--- src/hw/reg_file.sv ---
`timescale 1ns/1ps

module reg_file (
    input  logic        clk,
    input  logic        rst,
    input  logic [4:0]  rs_addr,
    input  logic [4:0]  rt_addr,
    input  logic [4:0]  rd_addr,
    input  logic        rd_write,
    input  logic [31:0] rd_data,
    output logic [31:0] rs_data,
    output logic [31:0] rt_data,
    output logic [31:0] register_v0
);

    logic [31:0] regs [0:31];

    always_ff @(posedge clk) begin
        if (rst) begin
            for (int i = 0; i < 32; i++) begin
                regs[i] <= 32'h0;
            end
        end else if (rd_write && rd_addr != 5'd0) begin
            regs[rd_addr] <= rd_data;
        end
    end

    // r0 always reads zero
    assign rs_data = (rs_addr == 5'd0) ? 32'h0 : regs[rs_addr];
    assign rt_data = (rt_addr == 5'd0) ? 32'h0 : regs[rt_addr];

    // v0 for observation
    assign register_v0 = regs[2];

endmodule

--- config.mk ---
export PLATFORM = sky130hd
export DESIGN_NAME = reg_file
export DESIGN_NICKNAME = d
export VERILOG_FILES = /design/src/hw/reg_file.sv
export SDC_FILE = /design/constraint.sdc
export NUM_CORES = 2
export LEC_CHECK = 0
export BUFFER_PORTS_ARGS = -buffer_cell sky130_fd_sc_hd__buf_4
export CAP_MARGIN = 15
export CORE_ASPECT_RATIO = 1.1
export CORE_MARGIN = 3
export CORE_UTILIZATION = 54
export CTS_CLUSTER_SIZE = 10
export DETAILED_ROUTE_END_ITERATION = 16
export PLACE_DENSITY = 0.71
export SETUP_SLACK_MARGIN = 0.1
export SLEW_MARGIN = 40
export SYNTH_ARGS = -nofsm -noshare
export SYNTH_HDL_FRONTEND = slang
export SYNTH_SLANG_ARGS = --single-unit
--- constraint.sdc ---
create_clock -name clk -period 4.3 [get_ports clk]
set_input_delay 0.86 -clock clk [delete_from_list [all_inputs] [get_ports clk]]
set_output_delay 0.86 -clock clk [all_outputs]
set_load 0.1 [all_outputs]
After elaboration in Yosys (flattened, before gate mapping)

Memories as Yosys holds them, arrays and structs flattened.
Cells that the tools add are included.

Mux-type cells: 10
Reductions and logical operators: 5

Operators with widths:

| operator            | count |
|---|---|
| two-way mux 32 bit  | 3 |
| OR reduction 32 bit | 1 |
| logical NOT 5 bit   | 2 |
| two-way mux 1 bit   | 6 |
| two-way mux 5 bit   | 1 |
| nonzero test 5 bit  | 1 |
| logical AND 1 bit   | 1 |

Register bits after elaboration: 0
RAM bits: 1,024
Bits of input ports: 50
Word-level logic and storage cells: 16
Memories kept: 1

Memory list:

| memory | words | bits a word | read ports | clocked after Yosys merged registers in | wr ports | line | RTL |
|---|---|---|---|---|---|---|---|
| regs   | 32    | 32          | 3          | 0                                       | 32       | 16   | `logic [31:0] regs [0:31];` |

Depth between registers and ports, before layout

Depth in word-level cells: 7
Mapped depth: 9
Mapped depth without buffers: 4

Worst setup path before layout

OpenSTA, ideal clock, no wires.

Path kind: input-to-output
From: input rs_addr[1]
To: output rs_data[12]
Data arrival time: 4,913 ps
Path slack: -1,473 ps
Stages: 9
Cells stage by stage: buf_2 > buf_6 > buf_6 > buf_4 > buf_2 > nor2_1 > a22oi_1 > a21oi_1 > nor4_1

Word-level cells in the longest chain between the ends: 2
Elaborated cells on any way between the ends: 3
Those cells by class: mux (1); reduce/logical (1); memory (1)

Ends and longest elaborated chain:

| what                                                           | line | RTL |
|---|---|---|
| start: declaration                                             | 6    | `input logic [4:0] rs_addr,` |
| memory read (32 x 32 bit) or logical NOT 5 bit (tied branches) | --   |  |
| two-way mux 32 bit (*)                                         | 29   | `assign rs_data = (rs_addr == 5'd0) ? 32'h0 : regs[rs_addr];` |
| end: declaration                                               | 11   | `output logic [31:0] rs_data,` |

Every way passes the cells marked *; elsewhere a longest branch is shown, timed or not.

Worst setup path after layout

From: input rt_addr[0]
To: output rt_data[0]

Word-level cells in the longest chain between the ends: 2
Elaborated cells on any way between the ends: 3
Those cells by class: mux (1); reduce/logical (1); memory (1)

Ends and longest elaborated chain:

| what                                                           | line | RTL |
|---|---|---|
| start: declaration                                             | 7    | `input logic [4:0] rt_addr,` |
| memory read (32 x 32 bit) or logical NOT 5 bit (tied branches) | --   |  |
| two-way mux 32 bit (*)                                         | 30   | `assign rt_data = (rt_addr == 5'd0) ? 32'h0 : regs[rt_addr];` |
| end: declaration                                               | 12   | `output logic [31:0] rt_data,` |

Marked as above.

==> qor.yml <==
status: "complete, no violations"
place.gp.congestion: 0.918
cts_sinks: 1024
nets: 3686
slew_viol_final: 0
cp.depth: 9
n_fill_cell: 7164
grt_pass1_wl_mm: 257
viasPerCell: 7.10
multi_input_area_sq_mm: 0.0223
end_kind: "output pin"
holdBufCountCts: 0
antenna_left: 0
syn_area_per_cell_sq_um: 15.5
grt_usage: 0.351
synth_flop_cell: "edfxtp_1"
synth_top_area_frac: 0.569
setup_ws_ps: 98.2
cts_root_buf: "clkbuf_16"
synthArstFlopShare: 0
seq_area_sq_mm: 0.0307
slowest_delay_ps: 530
grt_pass1_vias: 36159
crit_slowest_cell: "mux4_2"
required_ps: 3440
period_needed_ps: 4200
synthCells: 3492
worst_pin_slew_ps: 801
numCtsBuffers: 116
hold_viol_final: 0
crit_arrival_ps: 3340
top_register: "regs"
cts_setup_buffers: 0
setup_tns_ps: 0
critPathKind: "in -> out"
fin_cells: 4964
holdPathEnd: "regs[0][31]"
hold_depth: 1
die_w_um: 308
ir_drop_mv: 0.364
core-area_sq_mm: 0.0992
htree_levels: 3
die_area_sq_mm: 0.104
dp_cells: 4808
synth_edf_count: 1024
min_path_type: "in -> reg"
routed_wl_mm: 182
dp_slack_ps: -137
powerDensity_mw_per_mm2: 400
initial_core_util: 0.545
dp_hpwl_mm: 112
core.rowCount: 121
drive_above_1_share: 0.312
io_pins: 146
grt_max_degree: 50
drt_iter0_drc: 5104
num_vias: 35239
setup_viol: 0
port_buffers: 145
fmax_mhz: 238
p_leak_nw: 21.5
startpoint_type: "primary input"
cts_tree: "done"
cts.clk_slew.worst_paths_ps: 50
critPathMostFrequentCell: "buf_4"
reg.largest.list: "regs: 1024 flops"
synth_cell_types: 41
yosysTopAreaCell: "edfxtp_1"
drc: 0
post-route-util: 0.619
drv_cap: 0
ys_seq_elements: 1024
syn_area_sq_mm: 0.0541
crit_path_cell_trace: "buf_8, buf_12, mux4_2, a22o_1, a2111oi_1, buf_4, nor3_2, buf_4, buf_4"
antenna_found_initial: 9
cts_buffer_depth: 3
die_y_um: 338
dr.pass1.iters: 5
hp-start: "rst"
synth.area.top_cells: "edfxtp_1, mux4_2, and2_1"
syn_to_final_growth_pct: 13.5
fin_crit_sh: 0.977
wire_per_inst_um: 36.7
power.total_mw: 24.6
rsz0062_at_grt: "true"
cp_num_buf_inv: 5
synth-seq-area-share: 0.569
overflow: 0
crit_family: "buffers and inverters"
maxSlewHeadroom: 0.452
crit_path_max_fanout: 14
largest_reg_flops: 1024
ys_warn_count: 0
==> cells by family after synthesis <==
group / Yosys count / share of synthesized area
flops: 1024 / 0.569
simple gates: 1172 / 0.133
compound gates: 257 / 0.0359
mux: 656 / 0.232
other cells: 1 / 0.0000693
buf+inv: 382 / 0.0311
==> cell type report <==
type,instances,share of cell area
Inverter,1,0.0000611
Tap cell,1291,0.0263
Antenna cell,3,0.000122
Multi-Input combinational cell,2117,0.363
Clock buffer,140,0.0498
Clock inverter,12,0.00126
Sequential cell,1024,0.501
Timing Repair Buffer,376,0.0581
==> stage by stage <==
step | instance area, sq um | hold slack [ps]
floorplan | 54500 | 1060
global placement | 58100 | 1360
detailed placement | 58100 | 1390
CTS | 61300 | 655
global route | 61400 | 662
finish | 61400 | 681
==> worst max-delay path by stage <==
stage | from | endpoint | slack (ps)
floorplan | rs_addr[1] | rs_data[12] | -290
global placement | rt_addr[2] | rt_data[12] | -290
detailed placement | rt_addr[2] | rt_data[4] | -140
CTS | rt_addr[2] | rt_data[4] | 90
global route | rt_addr[2] | rt_data[18] | 80
finish | rt_addr[0] | rt_data[0] | 100
==> metal layers <==
layer	up-vias	part of all wire	GRT usage
li1	13782	-	-
met1	18054	0.34	0.442
met2	2809	0.47	0.555
met3	586	0.12	0.0864
met4	8	0.067	0.214
met5	-	0.00027	0
==> where the power goes <==
part           switching [mW]  internal [mW]  leakage (nW)
logic                    2.54           1.43          10.2
clock network            3.77           4.94          1.53
registers               0.324           11.5          9.75
==> synthesized netlist by cell type (13+ instances only) <==
library cell	instances
a211oi_1	29
a2111oi_0	26
clkbuf_1	274
or2_2	33
a22oi_1	17
nor2_1	37
buf_4	28
mux2_2	31
nor3_1	54
buf_2	56
edfxtp_1	1024
buf_1	13
o22ai_1	79
a21oi_1	13
a22o_1	51
mux2i_1	151
mux4_2	474
and2_1	995
o221ai_1	26
==> timing repair <==
item                                    in CTS  in global routing
pin swaps                                    0                  0
endpoints found under the setup margin       7                 14
gates resized for setup                      7                 16
gates cloned                                 0                  1
==> cells in the final DEF (no fill, tap or decap), types with 4 or more instances in the layout <==
master / Yosys / final
o22ai_1: 79 / 77
nand3b_1: 5 / 5
or2_2: 33 / 32
clkinv_1: 0 / 9
a21oi_1: 13 / 13
clkbuf_1: 274 / 21
nor2_2: 0 / 29
a22o_1: 51 / 51
o221ai_1: 26 / 26
conb_1: 1 / 32
a2111oi_1: 0 / 7
a211oi_1: 29 / 25
mux2_2: 31 / 31
mux2i_1: 151 / 151
buf_12: 0 / 54
buf_6: 10 / 4
and2_1: 995 / 994
nand2_1: 8 / 8
nor2_1: 37 / 4
nor2b_1: 9 / 6
a211oi_2: 0 / 4
nand2b_1: 7 / 7
edfxtp_1: 1024 / 1024
buf_4: 28 / 314
nor2_4: 0 / 4
a2111oi_0: 26 / 15
a22oi_1: 17 / 17
clkbuf_16: 0 / 120
a32o_1: 4 / 4
mux4_2: 474 / 474
nand3_1: 6 / 6
nor3_2: 0 / 53
No activity file was read; power rests on OpenSTA's default activity.
