$ cat src/hw/mips_pkg.sv
package mips_pkg;

    // first fetch address after reset
    localparam logic [31:0] reset_vector = 32'hBFC0_0000;

    // primary opcodes
    localparam logic [5:0] op_special = 6'b000000;
    localparam logic [5:0] op_beq     = 6'b000100;
    localparam logic [5:0] op_bne     = 6'b000101;
    localparam logic [5:0] op_lw      = 6'b100011;
    localparam logic [5:0] op_sw      = 6'b101011;

    // special funct codes
    localparam logic [5:0] funct_jr = 6'b001000;

    // data memory geometry, word index from byte address bits 8..2
    localparam int ram_words     = 128;
    localparam int ram_addr_bits = 7;

    // value seeded into data word 0, used as the jump target
    localparam logic [31:0] boot_word = 32'h2000_0000;

    typedef struct packed {
        logic [5:0] opcode;
        logic [4:0] rs;
        logic [4:0] rt;
        logic [4:0] rd;
        logic [4:0] shamt;
        logic [5:0] funct;
    } r_fmt_t;

    typedef struct packed {
        logic [5:0]  opcode;
        logic [4:0]  rs;
        logic [4:0]  rt;
        logic [15:0] imm;
    } i_fmt_t;

    // one instruction word, seen as register or immediate format
    typedef union packed {
        r_fmt_t r_fmt;
        i_fmt_t i_fmt;
    } instr_word_t;

endpackage

$ cat src/hw/branch_test_rom.sv
`timescale 1ns/1ps

module branch_test_rom (
    input  logic [31:0] instr_address,
    output logic [31:0] instr_readdata
);

    // immediate format word
    function automatic logic [31:0] i_word(
        input logic [5:0]  opcode,
        input logic [4:0]  rs,
        input logic [4:0]  rt,
        input logic [15:0] imm
    );
        mips_pkg::instr_word_t w;
        w.i_fmt.opcode = opcode;
        w.i_fmt.rs     = rs;
        w.i_fmt.rt     = rt;
        w.i_fmt.imm    = imm;
        return w;
    endfunction

    // jr through a register, all other fields zero
    function automatic logic [31:0] jr_word(input logic [4:0] rs);
        mips_pkg::instr_word_t w;
        w.r_fmt.opcode = mips_pkg::op_special;
        w.r_fmt.rs     = rs;
        w.r_fmt.rt     = 5'd0;
        w.r_fmt.rd     = 5'd0;
        w.r_fmt.shamt  = 5'd0;
        w.r_fmt.funct  = mips_pkg::funct_jr;
        return w;
    endfunction

    always_comb begin
        // anything not listed reads as nop
        instr_readdata = 32'h0;
        case (instr_address)
            // boot region
            32'hBFC0_0000: begin
                // lw r2, 0(r0) picks up the jump target
                instr_readdata = i_word(mips_pkg::op_lw, 5'd0, 5'd2, 16'h0000);
            end
            32'hBFC0_0004: begin
                instr_readdata = jr_word(5'd2);
            end
            32'hBFC0_0008: instr_readdata = 32'h0;
            32'hBFC0_000C: begin
                // unreachable fallback halt
                instr_readdata = jr_word(5'd0);
            end
            32'hBFC0_0010: instr_readdata = 32'h0;
            // jump target region
            32'h2000_0000: begin
                // r20 is zero and r2 is not, so this is taken backwards
                instr_readdata = i_word(mips_pkg::op_bne, 5'd20, 5'd2, 16'h8000);
            end
            32'h2000_0004: instr_readdata = 32'h0;
            32'h2000_0008: begin
                instr_readdata = jr_word(5'd0);
            end
            32'h2000_000C: instr_readdata = 32'h0;
            // branch target region
            32'h1FFE_0004: begin
                // sw r2, 0x100(r0)
                instr_readdata = i_word(mips_pkg::op_sw, 5'd0, 5'd2, 16'h0100);
            end
            32'h1FFE_0008: begin
                // halt once the delay slot has run
                instr_readdata = jr_word(5'd0);
            end
            32'h1FFE_000C: instr_readdata = 32'h0;
            default: instr_readdata = 32'h0;
        endcase
    end

endmodule

$ cat config.mk
export PLATFORM = sky130hd
export DESIGN_NAME = branch_test_rom
export DESIGN_NICKNAME = d
export VERILOG_FILES = /design/src/hw/mips_pkg.sv /design/src/hw/branch_test_rom.sv
export SDC_FILE = /design/constraint.sdc
export NUM_CORES = 1
export LEC_CHECK = 0
export BUFFER_PORTS_ARGS = -buffer_cell sky130_fd_sc_hd__buf_2
export CAP_MARGIN = 20
export CORE_MARGIN = 1
export CORE_UTILIZATION = 35
export DETAILED_ROUTE_END_ITERATION = 16
export PLACE_DENSITY_LB_ADDON = 0.15
export REMOVE_ABC_BUFFERS = 1
export SLEW_MARGIN = 20
export SYNTH_ARGS = -nofsm -noshare
export SYNTH_HDL_FRONTEND = slang
export SYNTH_SLANG_ARGS = --single-unit
$ cat constraint.sdc
create_clock -name vclk -period 2.3
set_clock_uncertainty 0.15 [all_clocks]
set_input_delay 0.23 -clock vclk [all_inputs]
set_output_delay 0.23 -clock vclk [all_outputs]
set_load 0.005 [all_outputs]
# Word-level counts from Yosys, hierarchy flattened
# Cells that the tools add are included.
[word_totals]
reg_bits = 0
latchBits = 0
mem_bits_rw = 0
mem_bits_ro = 0
output_inout_bits = 32
elab_cells = 9
n_memories = 0
[op_classes]
addsub = 0
mul = 0
div = 0
order_cmp = 0
n_eq_ne = 7
shift = 0
mux = 1
n_bitwise = 0
n_reduce_logical = 1
[ops]
columns = ["operator", "n"]
rows = [
  ["$pmux W32 S5", 1],
  ["$eq A32 B32 Y1 const B", 3],
  ["$eq A32 B29 Y1 const B", 2],
  ["$eq A32 B30 Y1 const B", 2],
  ["$reduce_or A3 Y1", 1],
]

# Longest topological paths before layout
[depth]
depth_word = 3
ltp_mapped = 5

# Worst setup path before layout
# OpenSTA, ideal clock, no wires.
[synth_path]
path_kind = "input to output"
startpoint = "in instr_address[1]"
endpoint = "out instr_readdata[23]"
arrival_time_ps = 1396
required_ps = 1920
setup_slack_ps = 524
cell_stages = 4
path_buffers = 1
cell_sequence = "nor4_1 > nand4_1 > nor4_1 > buf_4"
[synth_between]
elab_chain_len = 3
[synth_rtl]
columns = ["item", "line_no", "text"]
rows = [
  ["from (decl)", "branch_test_rom.sv:4", "input logic [31:0] instr_address,"],
  ["$eq A32 B29 Y1, or another cell as far along", "branch_test_rom.sv:38", "case (instr_address)"],
  ["$reduce_or A3 Y1 (no line)", "-", ""],
  ["$pmux W32 S5 (*)", "branch_test_rom.sv:38", ""],
  ["to (decl)", "branch_test_rom.sv:5", "output logic [31:0] instr_readdata"],
]
# Every way passes the cells marked *; elsewhere a longest branch is shown, timed or not.

# Final worst setup path
[layout_path]
startpoint = "in instr_address[22]"
endpoint = "out instr_readdata[15]"
# The elaborated chain is that of the path after synthesis.

==> results.cfg <==
[global_route]
grt_overflow = 0
grt_first_pass_wirelength_microns = 1390
antenna_found_initial = 0
grt_usage = 0.123
grt_max_degree = 9
grt_pass1_vias = 347

[layout]
seq_cells = 0
diodes = 0
area_growth_pct = 24.3
nClkBuffers = 0
most-common-layout-cells = buf_2 (44), conb_1 (20), nor4_1 (6), nand4_1 (3)
postLayoutCellArea_sq_um = 583
final.fill_count = 125
post-route-util = 0.498
layout_commonest_cell = buf_2
layout.nets = 130
multiInputGateArea_sq_um = 345
drive_above_1_share = 0.542
seq_area_sq_um = 0

[sta]
finalCritPeriodShare = 0.813
hold_viol = 0
slew_violations = 0
setup_viol_count_final = 0
fmax_mhz = 535
period_minus_slack_ns = 1.87
rsz0062_at_grt = no
tns_ns = 0

[yosys]
synth.largest_area_cell = buf_4
synthMuxAreaShare = 0
yosysWarnings = 0
synth_area_leaders = buf_4 (42%), nor4_1 (8.0%), nand4b_4 (5.1%)
synth_top_family_by_area = simple AND/OR/NAND/NOR gates
synth_xor_area_frac = 0
avgSynthCellArea_sq_um = 7.95
synth_area_sq_um = 469
synth_compound_area_frac = 0.0720
synth-adder-area-share = 0
synth_top_area_frac = 0.416
yosys.area_share.simple = 0.504
seq_area_frac_synth = 0
syn_inst = 59
synthDistinctLibCells = 25

[pwr]
leakagePower_nw = 0.341
p_per_area_nw_per_um2 = 92.2
finalPower_mw = 0.0537
peakVddDrop_uv = 41.0

[status]
status = complete, no violations

[setup_path]
criticalPathCategory = in2out
startpoint_type = input pin
cp_max_fo = 4
crit_start = instr_address[22]
end_kind = output port
cp.required_ns = 1.92
arrival_ns = 1.49

[clock_tree]
post_cts_resized = 0
post_cts_buffers = 0
hold_buffers = 0

[die]
fp.dieArea_sq_um = 1490
start_util = 0.401
coreArea_sq_um = 1170
die_h_microns = 38.6
die_x_microns = 38.6
rows = 12
ios = 64

[job]
drv_cap = 0

[route]
routed-via-count = 498
route.detailed.drc = 0
wl_per_cell_microns = 8.81
firstDrtPassIters = 4
drt_iter0_markers = 12
totalWireLength_microns = 969
ant_nets = 0
vias_per_cell = 4.53

[placed_design]
port_buffers = 44
gp_congestion = 0.631
dp_hpwl_microns = 917
dpl_cell_area_sq_um = 583

[worst_hold_path]
worstHoldStart = instr_address[3]
hold_path_class = in2out
## synth_stat cells (all sizes together)
master / n
nor2: 3
nand4: 3
buf: 26
nand4bb: 2
nor4: 8
o21ai: 1
and2: 1
nor4b: 1
o21a: 2
nand4b: 2
conb: 1
and4: 1
and3: 2
and4bb: 2
nand2: 1
nor2b: 1
a21oi: 2
## layer usage
| layer | vias to the layer above | part of all wire | GRT usage |
|---|---|---|---|
| met5 | - | 0 | 0 |
| met4 | 0 | 0 | 0 |
| met3 | 0 | 0.11 | 0 |
| met2 | 33 | 0.48 | 0.225 |
| met1 | 214 | 0.41 | 0.168 |
| li1 | 251 | - | - |
## critical path, stage by stage
cell and delay, ns:
buf_2 0.10, nor4_1 0.39, nand4_1 0.19, nor4_1 0.37, buf_2 0.20
## per-stage QoR
stage | hold WS [ns] | instances | setup slack (ns)
2_1_floorplan | 0.396 | 52 | 0.531
3_3_place_gp | 0.612 | 110 | 0.458
3_5_place_dp | 0.614 | 110 | 0.385
4_1_cts | 0.618 | 110 | 0.388
5_1_grt | 0.654 | 110 | 0.158
6_report | 0.615 | 110 | 0.429
## logic make-up (layout without fill, tap and decap cells)
family,after synthesis,in the layout
buffers and inverters,26,44
AO/OA/AOI/OAI,5,5
AND/OR/NAND/NOR,27,27
other,1,20
## layout make-up
class                      instances  share of cell area
tap                               14              0.0300
timing repair buffer              44               0.378
multi-input combinational         52               0.592
## power by group
part,internal [mW],switching [mW]
sequential,0,0
combinational,0.0264,0.0273
clock,0,0
total,0.0264,0.0273
## worst paths after layout
check                                end  slack (ns)  cells after the start
worst max-delay path  instr_readdata[15]        0.43                      5
worst min-delay path  instr_readdata[28]        0.61                      3
(Power assumes the default switching activity.)
