<file path="src/hw/mips_pkg.sv">
package mips_pkg;

    // first fetch address after reset
    localparam logic [31:0] reset_vector = 32'hBFC0_0000;

    // primary opcodes
    localparam logic [5:0] op_special = 6'b000000;
    localparam logic [5:0] op_beq     = 6'b000100;
    localparam logic [5:0] op_bne     = 6'b000101;
    localparam logic [5:0] op_lw      = 6'b100011;
    localparam logic [5:0] op_sw      = 6'b101011;

    // special funct codes
    localparam logic [5:0] funct_jr = 6'b001000;

    // data memory geometry, word index from byte address bits 8..2
    localparam int ram_words     = 128;
    localparam int ram_addr_bits = 7;

    // value seeded into data word 0, used as the jump target
    localparam logic [31:0] boot_word = 32'h2000_0000;

    typedef struct packed {
        logic [5:0] opcode;
        logic [4:0] rs;
        logic [4:0] rt;
        logic [4:0] rd;
        logic [4:0] shamt;
        logic [5:0] funct;
    } r_fmt_t;

    typedef struct packed {
        logic [5:0]  opcode;
        logic [4:0]  rs;
        logic [4:0]  rt;
        logic [15:0] imm;
    } i_fmt_t;

    // one instruction word, seen as register or immediate format
    typedef union packed {
        r_fmt_t r_fmt;
        i_fmt_t i_fmt;
    } instr_word_t;

endpackage

</file>
<file path="src/hw/mips_core.sv">
`timescale 1ns/1ps

module mips_core (
    input  logic        clk,
    input  logic        rst,
    output logic [31:0] instr_address,
    input  logic [31:0] instr_readdata,
    output logic [4:0]  rs_addr,
    output logic [4:0]  rt_addr,
    output logic [4:0]  rd_addr,
    output logic        rd_write,
    output logic [31:0] rd_data,
    input  logic [31:0] rs_data,
    input  logic [31:0] rt_data,
    output logic [31:0] data_address,
    output logic        data_write,
    output logic [31:0] data_writedata,
    input  logic [31:0] data_readdata,
    output logic        active
);

    logic [31:0] pc;
    logic [31:0] next_pc;
    logic [31:0] next_pc_d;

    mips_pkg::instr_word_t instr;

    logic        is_lw;
    logic        is_sw;
    logic        is_beq;
    logic        is_bne;
    logic        is_jr;
    logic        operands_equal;
    logic        branch_taken;
    logic [31:0] imm_ext;
    logic [31:0] branch_target;

    assign instr = instr_readdata;

    // decode
    assign is_lw  = instr.i_fmt.opcode == mips_pkg::op_lw;
    assign is_sw  = instr.i_fmt.opcode == mips_pkg::op_sw;
    assign is_beq = instr.i_fmt.opcode == mips_pkg::op_beq;
    assign is_bne = instr.i_fmt.opcode == mips_pkg::op_bne;
    assign is_jr  = instr.r_fmt.opcode == mips_pkg::op_special
                 && instr.r_fmt.funct == mips_pkg::funct_jr;

    // rs is shared by both formats; rt is the load destination
    assign rs_addr = instr.r_fmt.rs;
    assign rt_addr = instr.i_fmt.rt;
    assign rd_addr = instr.i_fmt.rt;

    assign imm_ext = {{16{instr.i_fmt.imm[15]}}, instr.i_fmt.imm};

    // load/store, strobes stay low while reset is held
    assign data_address   = rs_data + imm_ext;
    assign data_writedata = rt_data;
    assign data_write     = active && is_sw && !rst;

    // load writes back at the end of its own cycle
    assign rd_data  = data_readdata;
    assign rd_write = active && is_lw && !rst;

    // branch resolution, relative to the delay slot address
    assign operands_equal = rs_data == rt_data;
    assign branch_taken   = (is_beq && operands_equal) || (is_bne && !operands_equal);
    assign branch_target  = next_pc + {imm_ext[29:0], 2'b00};

    always_comb begin
        if (is_jr) begin
            next_pc_d = rs_data;
        end else if (branch_taken) begin
            next_pc_d = branch_target;
        end else begin
            next_pc_d = next_pc + 32'd4;
        end
    end

    // pc zero means halted
    assign active = pc != 32'h0;

    always_ff @(posedge clk) begin
        if (rst) begin
            pc      <= mips_pkg::reset_vector;
            next_pc <= mips_pkg::reset_vector + 32'd4;
        end else if (active) begin
            // the instruction after a branch still runs
            pc      <= next_pc;
            next_pc <= next_pc_d;
        end
    end

    assign instr_address = pc;

endmodule

</file>
<file path="config.mk">
export PLATFORM = sky130hd
export DESIGN_NAME = mips_core
export DESIGN_NICKNAME = d
export VERILOG_FILES = /design/src/hw/mips_pkg.sv /design/src/hw/mips_core.sv
export SDC_FILE = /design/constraint.sdc
export NUM_CORES = 1
export LEC_CHECK = 0
export ABC_AREA = 0
export BUFFER_PORTS_ARGS = -buffer_cell sky130_fd_sc_hd__buf_2
export CAP_MARGIN = 20
export CORE_ASPECT_RATIO = 0.5
export CORE_UTILIZATION = 45
export CTS_CLUSTER_DIAMETER = 120
export CTS_CLUSTER_SIZE = 24
export DETAILED_ROUTE_END_ITERATION = 8
export PLACE_DENSITY = 0.86
export REMOVE_ABC_BUFFERS = 1
export SLEW_MARGIN = 15
export SYNTH_ARGS = -nofsm -noshare
export SYNTH_HDL_FRONTEND = slang
export SYNTH_SLANG_ARGS = --single-unit
</file>
<file path="constraint.sdc">
create_clock -name clk -period 5.3 [get_ports clk]
set_input_delay 0.795 -clock clk [delete_from_list [all_inputs] [get_ports clk]]
set_output_delay 0.795 -clock clk [all_outputs]
set_load 0.1 [all_outputs]
</file>
# Word-level counts from Yosys, hierarchy flattened
# Cells that the tools add are included.
dict set report totals {
  reg_bits 64
  out_inout_bits 146
  elab_cells 25
}
dict set report classes {
  n_addsub 3
  n_eq_ne 6
  muxes 2
  n_reduce_logical 12
}
# operator count
set op_table {}
lappend op_table {{32-bit adder} 2}
lappend op_table {{32-bit two-way mux} 2}
lappend op_table {{32-bit by 3-bit adder with 32-bit output, second input constant} 1}
lappend op_table {{32-bit == test} 1}
lappend op_table {{32-bit nonzero test} 1}
lappend op_table {{6-bit by 3-bit == test with 1-bit output, second input constant} 2}
lappend op_table {{6-bit == test, second input constant} 2}
lappend op_table {{1-bit logical AND} 7}
lappend op_table {{6-bit by 4-bit == test with 1-bit output, second input constant} 1}
lappend op_table {{6-bit logical NOT} 1}
lappend op_table {{1-bit logical NOT} 2}
lappend op_table {{1-bit logical OR} 1}

# Logic depth before layout (Yosys ltp)
# Gate-level depths: netlist (run 1).
dict set report depth {
  word_depth 6
  mapped_depth 18
}

# Worst setup path before layout (run 1)
# No wires, ideal clock.
dict set report synth_timing {
  kind {reg2out}
  startpoint {reg pc[11], in the netlist instr_address[11]}
  endpoint {out rd_write}
  t_arrival_ns 4.628
  required_time_ns 4.505
  slack_ns -0.123
  stages_incl_launch_ff 6
  n_path_buf 1
  cell_sequence {dfxtp_1 nor4_1 nand4_1 nor2_1 clkbuf_1 nor4b_1}
}
dict set report synth_via {
  elab_chain_len 3
}
# item line
set synth_rtl {}
lappend synth_rtl {{start, declared} mips_core.sv:22} ;# logic [31:0] pc;
lappend synth_rtl {{start signal, assigned} mips_core.sv:84} ;# pc <= mips_pkg::reset_vector;
lappend synth_rtl {{start signal, assigned} mips_core.sv:88} ;# pc <= next_pc;
lappend synth_rtl {{32-bit nonzero test} mips_core.sv:80} ;# assign active = pc != 32'h0;
lappend synth_rtl {{1-bit logical AND (2 in a row)} mips_core.sv:62} ;# assign rd_write = active && is_lw && !rst;
lappend synth_rtl {{end, declared} mips_core.sv:11} ;# output logic rd_write,
# Every way passes these cells.

# Worst setup path after layout (run 1)
dict set report layout_timing {
  startpoint {in rs_data[0]}
  endpoint {reg next_pc[30]}
}
dict set report layout_via {
  elab_chain_len 6
  elab_cells_between_ends 7
}
# item line
set layout_rtl {}
lappend layout_rtl {{start, declared} mips_core.sv:13} ;# input logic [31:0] rs_data,
lappend layout_rtl {{32-bit == test *} mips_core.sv:65} ;# assign operands_equal = rs_data == rt_data;
lappend layout_rtl {{1-bit logical NOT} mips_core.sv:66} ;# assign branch_taken = (is_beq && operands_equal) || (is_bne && !operands_equal);
lappend layout_rtl {{1-bit logical AND} mips_core.sv:66}
lappend layout_rtl {{1-bit logical OR *} mips_core.sv:66}
lappend layout_rtl {{32-bit two-way mux *} mips_core.sv:72} ;# end else if (branch_taken) begin
lappend layout_rtl {{32-bit two-way mux *} mips_core.sv:70} ;# if (is_jr) begin
lappend layout_rtl {{end signal, assigned} mips_core.sv:85} ;# next_pc <= mips_pkg::reset_vector + 32'd4;
lappend layout_rtl {{end signal, assigned} mips_core.sv:89} ;# next_pc <= next_pc_d;
lappend layout_rtl {{end, declared} mips_core.sv:23} ;# logic [31:0] next_pc;
# Every way passes the cells marked *; elsewhere a longest branch is shown, timed or not.
# A chain may end at the register's enable or synchronous reset.

==> impl_metrics.csv, run 1 <==
group,metric,value,unit
sta,slew_violations,0,
detailed_routing,drt_wl_total,24600,microns
hold_path,holdPathEnd,"next_pc[1]$_SDFFE_PP0P_",
sta,fmax,211,MHz
power_and_ir_drop,p_per_area,286,nW/um^2
synthesis,syn_inst,808,
critical_path,cp.required,5.51,ns
final_layout,drive_gt1_share,25.1,%
global_routing,grt_overflow_total,0,
final_layout,regArea,1280,sq um
global_routing,grt_max_degree,56,
critical_path,worstSetupPathType,"primary input to flop",
clock_tree,cts_resized,0,
sta,setup_violations,0,
final_layout,final_cells,1101,
global_routing,antenna_found_initial,0,
final_layout,antenna_cells,0,
sta,fin_crit,4.74,ns
clock_tree,cts_max_path_buffers,2,
clock_tree,cts.clk_slew.worst_paths,0.05,ns
synthesis,synth_area_leaders,"dfxtp_1 20%, ha_1 12%, buf_4 9.3%",
placed_design,dpl.cell_count,1085,
synthesis,synth_most_common_cell,"buf_4",
critical_path,worstReg2RegEnd,"next_pc[30]$_SDFFE_PP0N_",
power_and_ir_drop,vdd_drop_max,0.158,mV
synthesis,synth_cell_types,66,
synthesis,synth_top_cell_area_share,20.0,%
power_and_ir_drop,power,2.07,mW
synthesis,synth_common_cells,"79 x buf_4, 66 x xnor2_1, 64 x dfxtp_1",
synthesis,avgSynthCellArea,7.92,sq um
placed_design,routabilityCongestion,1.03,
sta,worstMarginPinSlew,0.872,ns
clock_tree,cts_hold_buf,0,
detailed_routing,vias,6726,
clock_tree,cts-buffers-inserted,9,
status,status,"complete, no violations",
placed_design,dp.final_hpwl,19700,microns
clock_tree,clock_latency,0.34,ns
synthesis,yosysTopAreaCell,"dfxtp_1",
hold_path,min_path_type,"flop to flop",
sta,hold_viol,0,
clock_tree,cts_setup_buffers,0,
final_layout,stdcell_area,7230,sq um
placed_design,placed_area,6920,sq um
synthesis,netlist_area,6400,sq um
floorplanning,std_cell_rows,30,
clock_tree,htree_levels,3,
clock_tree,tritoncts,"built",
global_routing,first_global_vias,6062,
hold_path,holdPathStages,2,
sta,rsz0062_at_grt,"no",
sta,fin_tns_setup,0,ns
clock_tree,clock_sinks,64,
placed_design,portBuffers,186,
floorplanning,fp.coreArea,13700,sq um
detailed_routing,ant_nets,0,
critical_path,startpoint_type,"primary input",
critical_path,crit_path_end_kind,"flop",
final_layout,multi_input_area,4350,sq um
critical_path,r2r-start,"next_pc[2]$_SDFFE_PP1N_",
critical_path,reg2reg_depth,11,
hold_path,hp-start,"next_pc[1]$_SDFFE_PP0P_",
detailed_routing,avgViaCountPerCell,6.11,
detailed_routing,drc,0,
detailed_routing,first_pass_iters,6,
power_and_ir_drop,p_leak,3.43,nW
clock_tree,cts-root-buf,"clkbuf_16",
final_layout,area_delta_synth_final,12.9,%
sta,fin_skew,0.00995,ns
final_layout,nets,1096,
synthesis,yosys_warnings,0,
global_routing,grt_pass1_wl,35800,microns
flow_run,cap_violations,0,
critical_path,cp.arrival,4.95,ns
global_routing,grt_use_total,32.9,%
sta,finalCritPeriodShare,89.4,%
synthesis,ys_seq_elements,64,
sta,holdWs,0.460,ns
sta,relSlewSlack,41.8,%
floorplanning,die_w,171,microns
synthesis,synth_edf_count,0,
detailed_routing,routedWlPerCell,22.3,microns
floorplanning,dieArea,14700,sq um
floorplanning,io_pins,276,
floorplanning,start_util,46.7,%
critical_path,ff2ff_setup_slack,2.06,ns
critical_path,crit_fanout,14,
final_layout,fillers,1270,
floorplanning,die_h,86.3,microns
detailed_routing,drt_iter0_markers,788,
synthesis,ys.flop_type,"dfxtp_1",
synthesis,ys_seq_area_share,20.0,%
synthesis,async_flop_share,0,%
critical path, cell delays in order:
cell       delay [ns]
buf_2            0.14
xnor2_1          0.25
nand4_1          0.13
nor4_1           0.33
nand2_1          0.17
xnor2_2          0.18
buf_4            0.18
and3_1           0.23
fa_1             0.46
a211oi_1         0.25
nor2_1           0.12
o22ai_2          0.34
o21ai_0          0.16
a311oi_2         0.35
o21ai_0          0.15
a21oi_1          0.23
xor2_1           0.10
a2111oi_0        0.37
registers in the layout, summed over array words and instances, names as in the netlist:
| name | count |
|---|---|
| next_pc | 32 |
| instr_address | 32 |
layout make-up:
class                           instances  area share [%]
Clock buffer                           10            3.31
Inverter                               15           0.779
Sequential cell                        64            17.7
Multi-Input combinational cell        620            60.2
Clock inverter                          6           0.935
Tap cell                              192            3.32
Timing Repair Buffer                  194            13.7
metal layers:
| layer | routed length, microns | global-route usage (%) | vias up |
|---|---|---|---|
| met5 | 184 | 9.03 | - |
| met4 | 610 | 9.42 | 4 |
| met3 | 4410 | 21.0 | 64 |
| met2 | 9520 | 43.9 | 473 |
| met1 | 9870 | 41.8 | 3146 |
| li1 | - | - | 3039 |
worst max path at each step:
stage | start | endpoint | slack [ns] | depth (start not counted)
floorplan | instr_address[11]$_SDFFE_PP0N_ | rd_write | -0.09 | 4
global placement | rs_data[0] | next_pc[30]$_SDFFE_PP0N_ | 0.62 | 18
detailed placement | rt_data[2] | next_pc[30]$_SDFFE_PP0N_ | 0.42 | 18
CTS | rt_data[3] | next_pc[30]$_SDFFE_PP0N_ | 0.69 | 18
global route | rt_data[3] | next_pc[30]$_SDFFE_PP0N_ | 0.33 | 18
finish | rs_data[0] | next_pc[30]$_SDFFE_PP0N_ | 0.56 | 18
stage by stage:
step,utilization [%],setup slack (ns)
final,52.8,0.562
after global routing,52.8,0.333
after CTS,52.8,0.691
after detailed placement,50.5,0.418
after global placement,50.5,0.616
after floorplan,-,-0.0937
layout by cell type, fill, tap and decap left out, types with 20 or more instances in the layout:
cell / netlist / layout
a21o_1: 33 / 33
nand2_1: 56 / 56
xor2_1: 20 / 20
dfxtp_1: 64 / 64
a21oi_1: 51 / 51
ha_1: 60 / 60
buf_2: 2 / 186
and2_1: 24 / 24
o21ai_0: 43 / 43
xnor2_1: 66 / 66
nor2_1: 56 / 56
and3_1: 24 / 24
where the power goes:
group / switching [mW] / internal (mW) / total, mW
registers: 0.00970 / 0.492 / 0.502
clock network: 0.228 / 0.378 / 0.607
logic: 0.751 / 0.206 / 0.957
total: 0.989 / 1.08 / 2.07
cells by family after synthesis:
family                   Yosys count  synth area share, %
AO/OA/AOI/OAI                    212                 22.8
XOR/XNOR                          87                 12.0
adder cells (fa/ha/maj)           62                 12.4
buffers and inverters            124                 12.0
flip-flops                        64                 20.0
multiplexers                       2                0.313
AND/OR/NAND/NOR                  257                 20.5
No activity file was read; power rests on OpenSTA's default activity.
==> run 2: changes to the inputs <==
- PLACE_DENSITY: 0.86 -> 0.76
==> impl_metrics.csv, run 2 (same netlist as run 1, synthesis figures left out) <==
group,metric,value,unit
status,status,"complete, no violations",
global_routing,first_global_vias,5770,
power_and_ir_drop,p_per_area,279,nW/um^2
sta,setup_violations,0,
critical_path,crit_path_end_kind,"flop",
critical_path,path_cells,"buf_2 -> xnor2_1 -> nand4_1 -> nor4_1 -> nand2_1 -> xnor2_2 -> nand3b_1 -> ha_1 -> fa_1 -> a211oi_1 -> nor2_1 -> o22ai_2 -> o21ai_0 -> a311oi_2 -> o21ai_0 -> a21oi_1 -> xor2_1 -> a2111oi_0",
power_and_ir_drop,p_leak,3.42,nW
critical_path,cp.arrival,5.12,ns
detailed_routing,first_pass_iters,5,
final_layout,area_delta_synth_final,12.6,%
critical_path,reg2reg_depth,11,
floorplanning,fp.coreArea,13700,sq um
global_routing,grt_overflow_total,0,
critical_path,ff2ff_setup_slack,2.21,ns
detailed_routing,drc,0,
clock_tree,cts.clk_slew.worst_paths,0.05,ns
floorplanning,die_h,86.3,microns
sta,slew_violations,0,
hold_path,min_path_type,"flop to flop",
floorplanning,dieArea,14700,sq um
final_layout,layout_commonest_cell,"buf_2",
flow_run,cap_violations,0,
global_routing,antenna_found_initial,0,
detailed_routing,vias,6419,
critical_path,worstReg2RegEnd,"next_pc[30]$_SDFFE_PP0N_",
final_layout,final_cells,1101,
sta,fin_tns_setup,0,ns
sta,finalCritPeriodShare,92.6,%
sta,fin_crit,4.91,ns
global_routing,grt_pass1_wl,33700,microns
placed_design,routabilityCongestion,0.945,
power_and_ir_drop,vdd_drop_max,0.202,mV
floorplanning,io_pins,276,
clock_tree,cts_setup_buffers,0,
floorplanning,start_util,46.7,%
critical_path,worstSetupPathType,"primary input to flop",
sta,worstMarginPinSlew,0.948,ns
clock_tree,cts-buffers-inserted,9,
critical_path,crit_path_top_delay_cell,"xnor2_2",
critical_path,cp_num_cells,18,
hold_path,holdPathEnd,"next_pc[0]$_SDFFE_PP0P_",
hold_path,holdPathStages,2,
detailed_routing,drt_wl_total,22600,microns
clock_tree,htree_levels,3,
floorplanning,die_w,171,microns
final_layout,post-route-util,52.6,%
sta,fin_skew,0.00718,ns
global_routing,grt_max_degree,56,
placed_design,portBuffers,186,
critical_path,slowest_delay,0.50,ns
critical_path,cp_top_family,"compound AO/OA/AOI/OAI gates",
final_layout,layout_common_cells,"186 x buf_2, 66 x xnor2_1, 64 x dfxtp_1",
clock_tree,cts_resized,0,
final_layout,drive_gt1_share,25.0,%
sta,relSlewSlack,36.7,%
final_layout,nets,1096,
critical_path,cp.required,5.51,ns
critical_path,startpoint_type,"primary input",
floorplanning,std_cell_rows,30,
detailed_routing,ant_nets,0,
clock_tree,cts-root-buf,"clkbuf_16",
final_layout,antenna_cells,0,
placed_design,dpl_worst_slack,0.170,ns
critical_path,crit_fanout,16,
detailed_routing,avgViaCountPerCell,5.83,
global_routing,grt_use_total,30.7,%
sta,setup_ws,0.394,ns
critical_path,r2r-start,"next_pc[2]$_SDFFE_PP1N_",
sta,fmax,204,MHz
clock_tree,clock_sinks,64,
critical_path,crit_top_cell,"o21ai_0",
sta,hold_viol,0,
clock_tree,cts_max_path_buffers,2,
clock_tree,clock_latency,0.34,ns
detailed_routing,routedWlPerCell,20.5,microns
detailed_routing,drt_iter0_markers,580,
placed_design,dp.final_hpwl,18200,microns
sta,rsz0062_at_grt,"no",
critical_path,critPathBufInv,1,
clock_tree,cts_hold_buf,0,
hold_path,hp-start,"next_pc[0]$_SDFFE_PP0P_",
placed_design,dpl.cell_count,1085,
clock_tree,tritoncts,"built",
[run 2: stage by stage]
stage                     power (mW)  cell area (sq um)  hold WS (ns)
after detailed placement        1.46               6920         0.446
final                           2.01               7210         0.454
after global placement          1.45               6920         0.440
after CTS                       2.02               7210         0.458
after floorplan                 1.17               5690         0.426
after global routing            2.08               7210         0.483
[run 2: how the worst max path moves through the flow]
stage,to,slack (ns),start
detailed placement,next_pc[30]$_SDFFE_PP0N_,0.17,rs_data[19]
global placement,next_pc[30]$_SDFFE_PP0N_,0.34,rs_data[19]
global route,next_pc[30]$_SDFFE_PP0N_,0.01,rs_data[19]
CTS,next_pc[30]$_SDFFE_PP0N_,0.48,rs_data[19]
floorplan,rd_write,-0.09,instr_address[11]$_SDFFE_PP0N_
finish,next_pc[30]$_SDFFE_PP0N_,0.39,rs_data[19]
[run 2: area by class of cell]
| class | count | area [sq um] |
|---|---|---|
| Fill cell | 1333 | 6490 |
| Multi-Input combinational cell | 620 | 4350 |
| Sequential cell | 64 | 1280 |
| Timing Repair Buffer | 194 | 991 |
| Clock buffer | 12 | 256 |
| Tap cell | 192 | 240 |
| Inverter | 15 | 56.3 |
| Clock inverter | 4 | 28.8 |
[run 2: report_power, final]
| group | switching (mW) | internal, mW | leakage [nW] | total [mW] |
|---|---|---|---|---|
| sequential | 0.00971 | 0.493 | 0.518 | 0.502 |
| clock | 0.218 | 0.342 | 0.135 | 0.559 |
| combinational | 0.747 | 0.206 | 2.77 | 0.952 |
| total | 0.974 | 1.04 | 3.42 | 2.01 |
[run 2: per-layer routing]
layer	share of wire [%]	global-route usage, %
met1	44	41.3
met2	39	41.3
met3	14	16.3
met4	1.8	8.76
met5	0.35	4.01
[run 2: worst register-to-register path: stages (launching register included)]
cell and delay [ns]:
dfxtp_1 0.32, ha_1 0.24, fa_1 0.43, a211oi_1 0.23
nor2_1 0.12, o22ai_2 0.27, o21ai_0 0.19, a311oi_2 0.34
o21ai_0 0.13, a21oi_1 0.20, xor2_1 0.09, a2111oi_0 0.39
==> run 3: changes to the inputs <==
- ABC_AREA: 0 -> 1
- PLACE_DENSITY: 0.76 -> 0.75
==> impl_metrics.csv, run 3 <==
group,metric,value,unit
detailed_routing,ant_nets,0,
power_and_ir_drop,power,2.21,mW
power_and_ir_drop,clkPwrFrac,31.8,%
sta,fin_skew,0.00456,ns
sta,rsz0062_at_grt,"no",
clock_tree,cts-root-buf,"clkbuf_16",
final_layout,area_delta_synth_final,12.1,%
power_and_ir_drop,p_sw,1.05,mW
sta,hold_viol,0,
detailed_routing,first_pass_iters,5,
clock_tree,clock_latency,0.33,ns
floorplanning,std_cell_rows,32,
synthesis,yosysTopAreaCell,"dfxtp_1",
clock_tree,cts_setup_buffers,0,
clock_tree,cts_max_path_buffers,2,
hold_path,min_path_type,"flop to flop",
critical_path,cp.arrival,3.25,ns
synthesis,ys_seq_elements,64,
power_and_ir_drop,switching_share,47.3,%
final_layout,layout_common_cells,"248 x nand2_1, 186 x buf_2, 119 x nor2_1",
detailed_routing,vias,7902,
final_layout,nets,1409,
status,status,"complete, no violations",
global_routing,first_global_vias,7185,
synthesis,synth_edf_count,0,
placed_design,dp.final_hpwl,22300,microns
placed_design,dpl.cell_count,1410,
power_and_ir_drop,p_leak,4.31,nW
placed_design,portBuffers,186,
global_routing,grt_pass1_wl,41300,microns
detailed_routing,drt_iter0_markers,629,
floorplanning,io_pins,276,
power_and_ir_drop,share_seq_of_total_power,22.7,%
final_layout,stdcell_area,8010,sq um
clock_tree,cts.clk_slew.worst_paths,0.05,ns
power_and_ir_drop,vdd_drop_max,0.196,mV
sta,setup_violations,0,
clock_tree,cts-buffers-inserted,9,
sta,fin_crit,4.05,ns
critical_path,startpoint_type,"primary input",
sta,fin_tns_setup,0,ns
global_routing,grt_max_degree,53,
synthesis,synth_most_common_cell,"nand2_1",
detailed_routing,drc,0,
detailed_routing,routedWlPerCell,19.0,microns
synthesis,synth_top_cell_area_share,17.9,%
final_layout,final_cells,1426,
synthesis,synth_cell_types,46,
final_layout,drive_gt1_share,20.0,%
floorplanning,fp.coreArea,15500,sq um
synthesis,synth_area_leaders,"dfxtp_1 18%, nand2_1 13%, ha_1 11%",
sta,fmax,247,MHz
clock_tree,tritoncts,"built",
synthesis,netlist_area,7150,sq um
synthesis,avgSynthCellArea,6.39,sq um
critical_path,cp.required,4.51,ns
final_layout,layout_commonest_cell,"nand2_1",
synthesis,synth_common_cells,"248 x nand2_1, 119 x nor2_1, 114 x inv_1",
floorplanning,start_util,46.2,%
synthesis,syn_inst,1118,
global_routing,grt_use_total,32.8,%
global_routing,grt_overflow_total,0,
flow_run,cap_violations,0,
floorplanning,die_h,91.1,microns
synthesis,yosys_warnings,0,
final_layout,post-route-util,51.8,%
sta,finalCritPeriodShare,76.4,%
synthesis,ys_seq_area_share,17.9,%
detailed_routing,drt_wl_total,27000,microns
clock_tree,htree_levels,3,
global_routing,antenna_found_initial,0,
clock_tree,cts_hold_buf,0,
sta,slew_violations,0,
power_and_ir_drop,p_per_area,276,nW/um^2
critical_path,crit_fanout,4,
floorplanning,die_w,180,microns
critical_path,worstSetupPathType,"primary input to output port",
power_and_ir_drop,p_comb_share,45.5,%
power_and_ir_drop,intPower,1.16,mW
clock_tree,cts_resized,0,
sta,relSlewSlack,30.8,%
critical_path,crit_path_end_kind,"output port",
final_layout,fillers,1614,
detailed_routing,avgViaCountPerCell,5.54,
placed_design,routabilityCongestion,0.977,
clock_tree,clock_sinks,64,
synthesis,async_flop_share,0,%
sta,worstMarginPinSlew,1.03,ns
final_layout,antenna_cells,0,
placed_design,placed_area,7660,sq um
synthesis,ys.flop_type,"dfxtp_1",
floorplanning,dieArea,16400,sq um
[run 3: cell types whose count changed after synthesis, sizes merged, moves of 18 or more]
cell	delta
nor2	+66
nand2	+196
and2	-23
o21ai	+20
inv	+106
and3	-24
a21o	-21
clkbuf	-18
xnor2	-25
a21oi	+55
nand3	+36
[run 3: final timing paths]
check | startpoint | to | slack, ns | depth (start not counted)
setup / recovery | rs_data[0] | data_address[18] | 1.25 | 11
hold / removal | next_pc[18]$_SDFFE_PP0N_ | instr_address[18]$_SDFFE_PP0N_ | 0.47 | 2
setup reg to reg | next_pc[2]$_SDFFE_PP1N_ | next_pc[12]$_SDFFE_PP0N_ | 2.87 | 14
hold reg to reg | next_pc[18]$_SDFFE_PP0N_ | instr_address[18]$_SDFFE_PP0N_ | 0.47 | 2
[run 3: layout make-up]
| cell class | instances | area [sq um] | area share (%) |
|---|---|---|---|
| clock buffer | 10 | 239 | 2.98 |
| timing repair buffer | 188 | 946 | 11.8 |
| inverter | 122 | 458 | 5.72 |
| multi-input combinational | 832 | 4720 | 58.9 |
| clock inverter | 6 | 116 | 1.45 |
| sequential | 64 | 1280 | 16.0 |
| tap | 204 | 255 | 3.19 |
[run 3: cells by family (layout without fill, tap and decap cells)]
kind of cell    count (synthesis)  after routing  synth area share [%]
flops                          64             64                  17.9
compound gates                216            216                  17.4
buf+inv                       222            326                  16.1
simple gates                  486            486                  29.1
fa+ha+maj                      62             62                  11.1
xor+xnor                       67             67                  8.21
mux                             1              1                 0.140
[run 3: metal layers]
metal / global-route usage (%) / wire (microns) / part of all wire [%]
met3: 15.4 / 4160 / 15
met4: 6.70 / 357 / 1.3
met1: 45.9 / 12300 / 46
met5: 11.7 / 261 / 0.97
met2: 43.3 / 9950 / 37
[run 3: critical path, stage by stage]
cell,delay (ns)
buf_2,0.11
ha_1,0.20
inv_1,0.07
fa_1,0.45
o21ai_2,0.23
nand3_1,0.09
nand2_1,0.17
a21oi_1,0.16
o21ai_0,0.37
xor2_1,0.17
buf_2,0.44
[run 3: per-stage QoR]
step                setup WS [ns]  hold WS, ns
finish                       1.25        0.468
global route                0.996        0.498
CTS                          1.29        0.467
detailed placement           1.28        0.459
global placement             1.28        0.455
floorplan                   0.831        0.419
[run 3: power groups by stage]
stage,Combinational [mW],Sequential (mW),Clock (mW)
6_report,1.01,0.501,0.703
5_1_grt,1.06,0.502,0.733
4_1_cts,0.999,0.501,0.707
3_5_place_dp,0.994,0.511,0
3_3_place_gp,0.994,0.511,0
2_1_floorplan,0.669,0.536,0
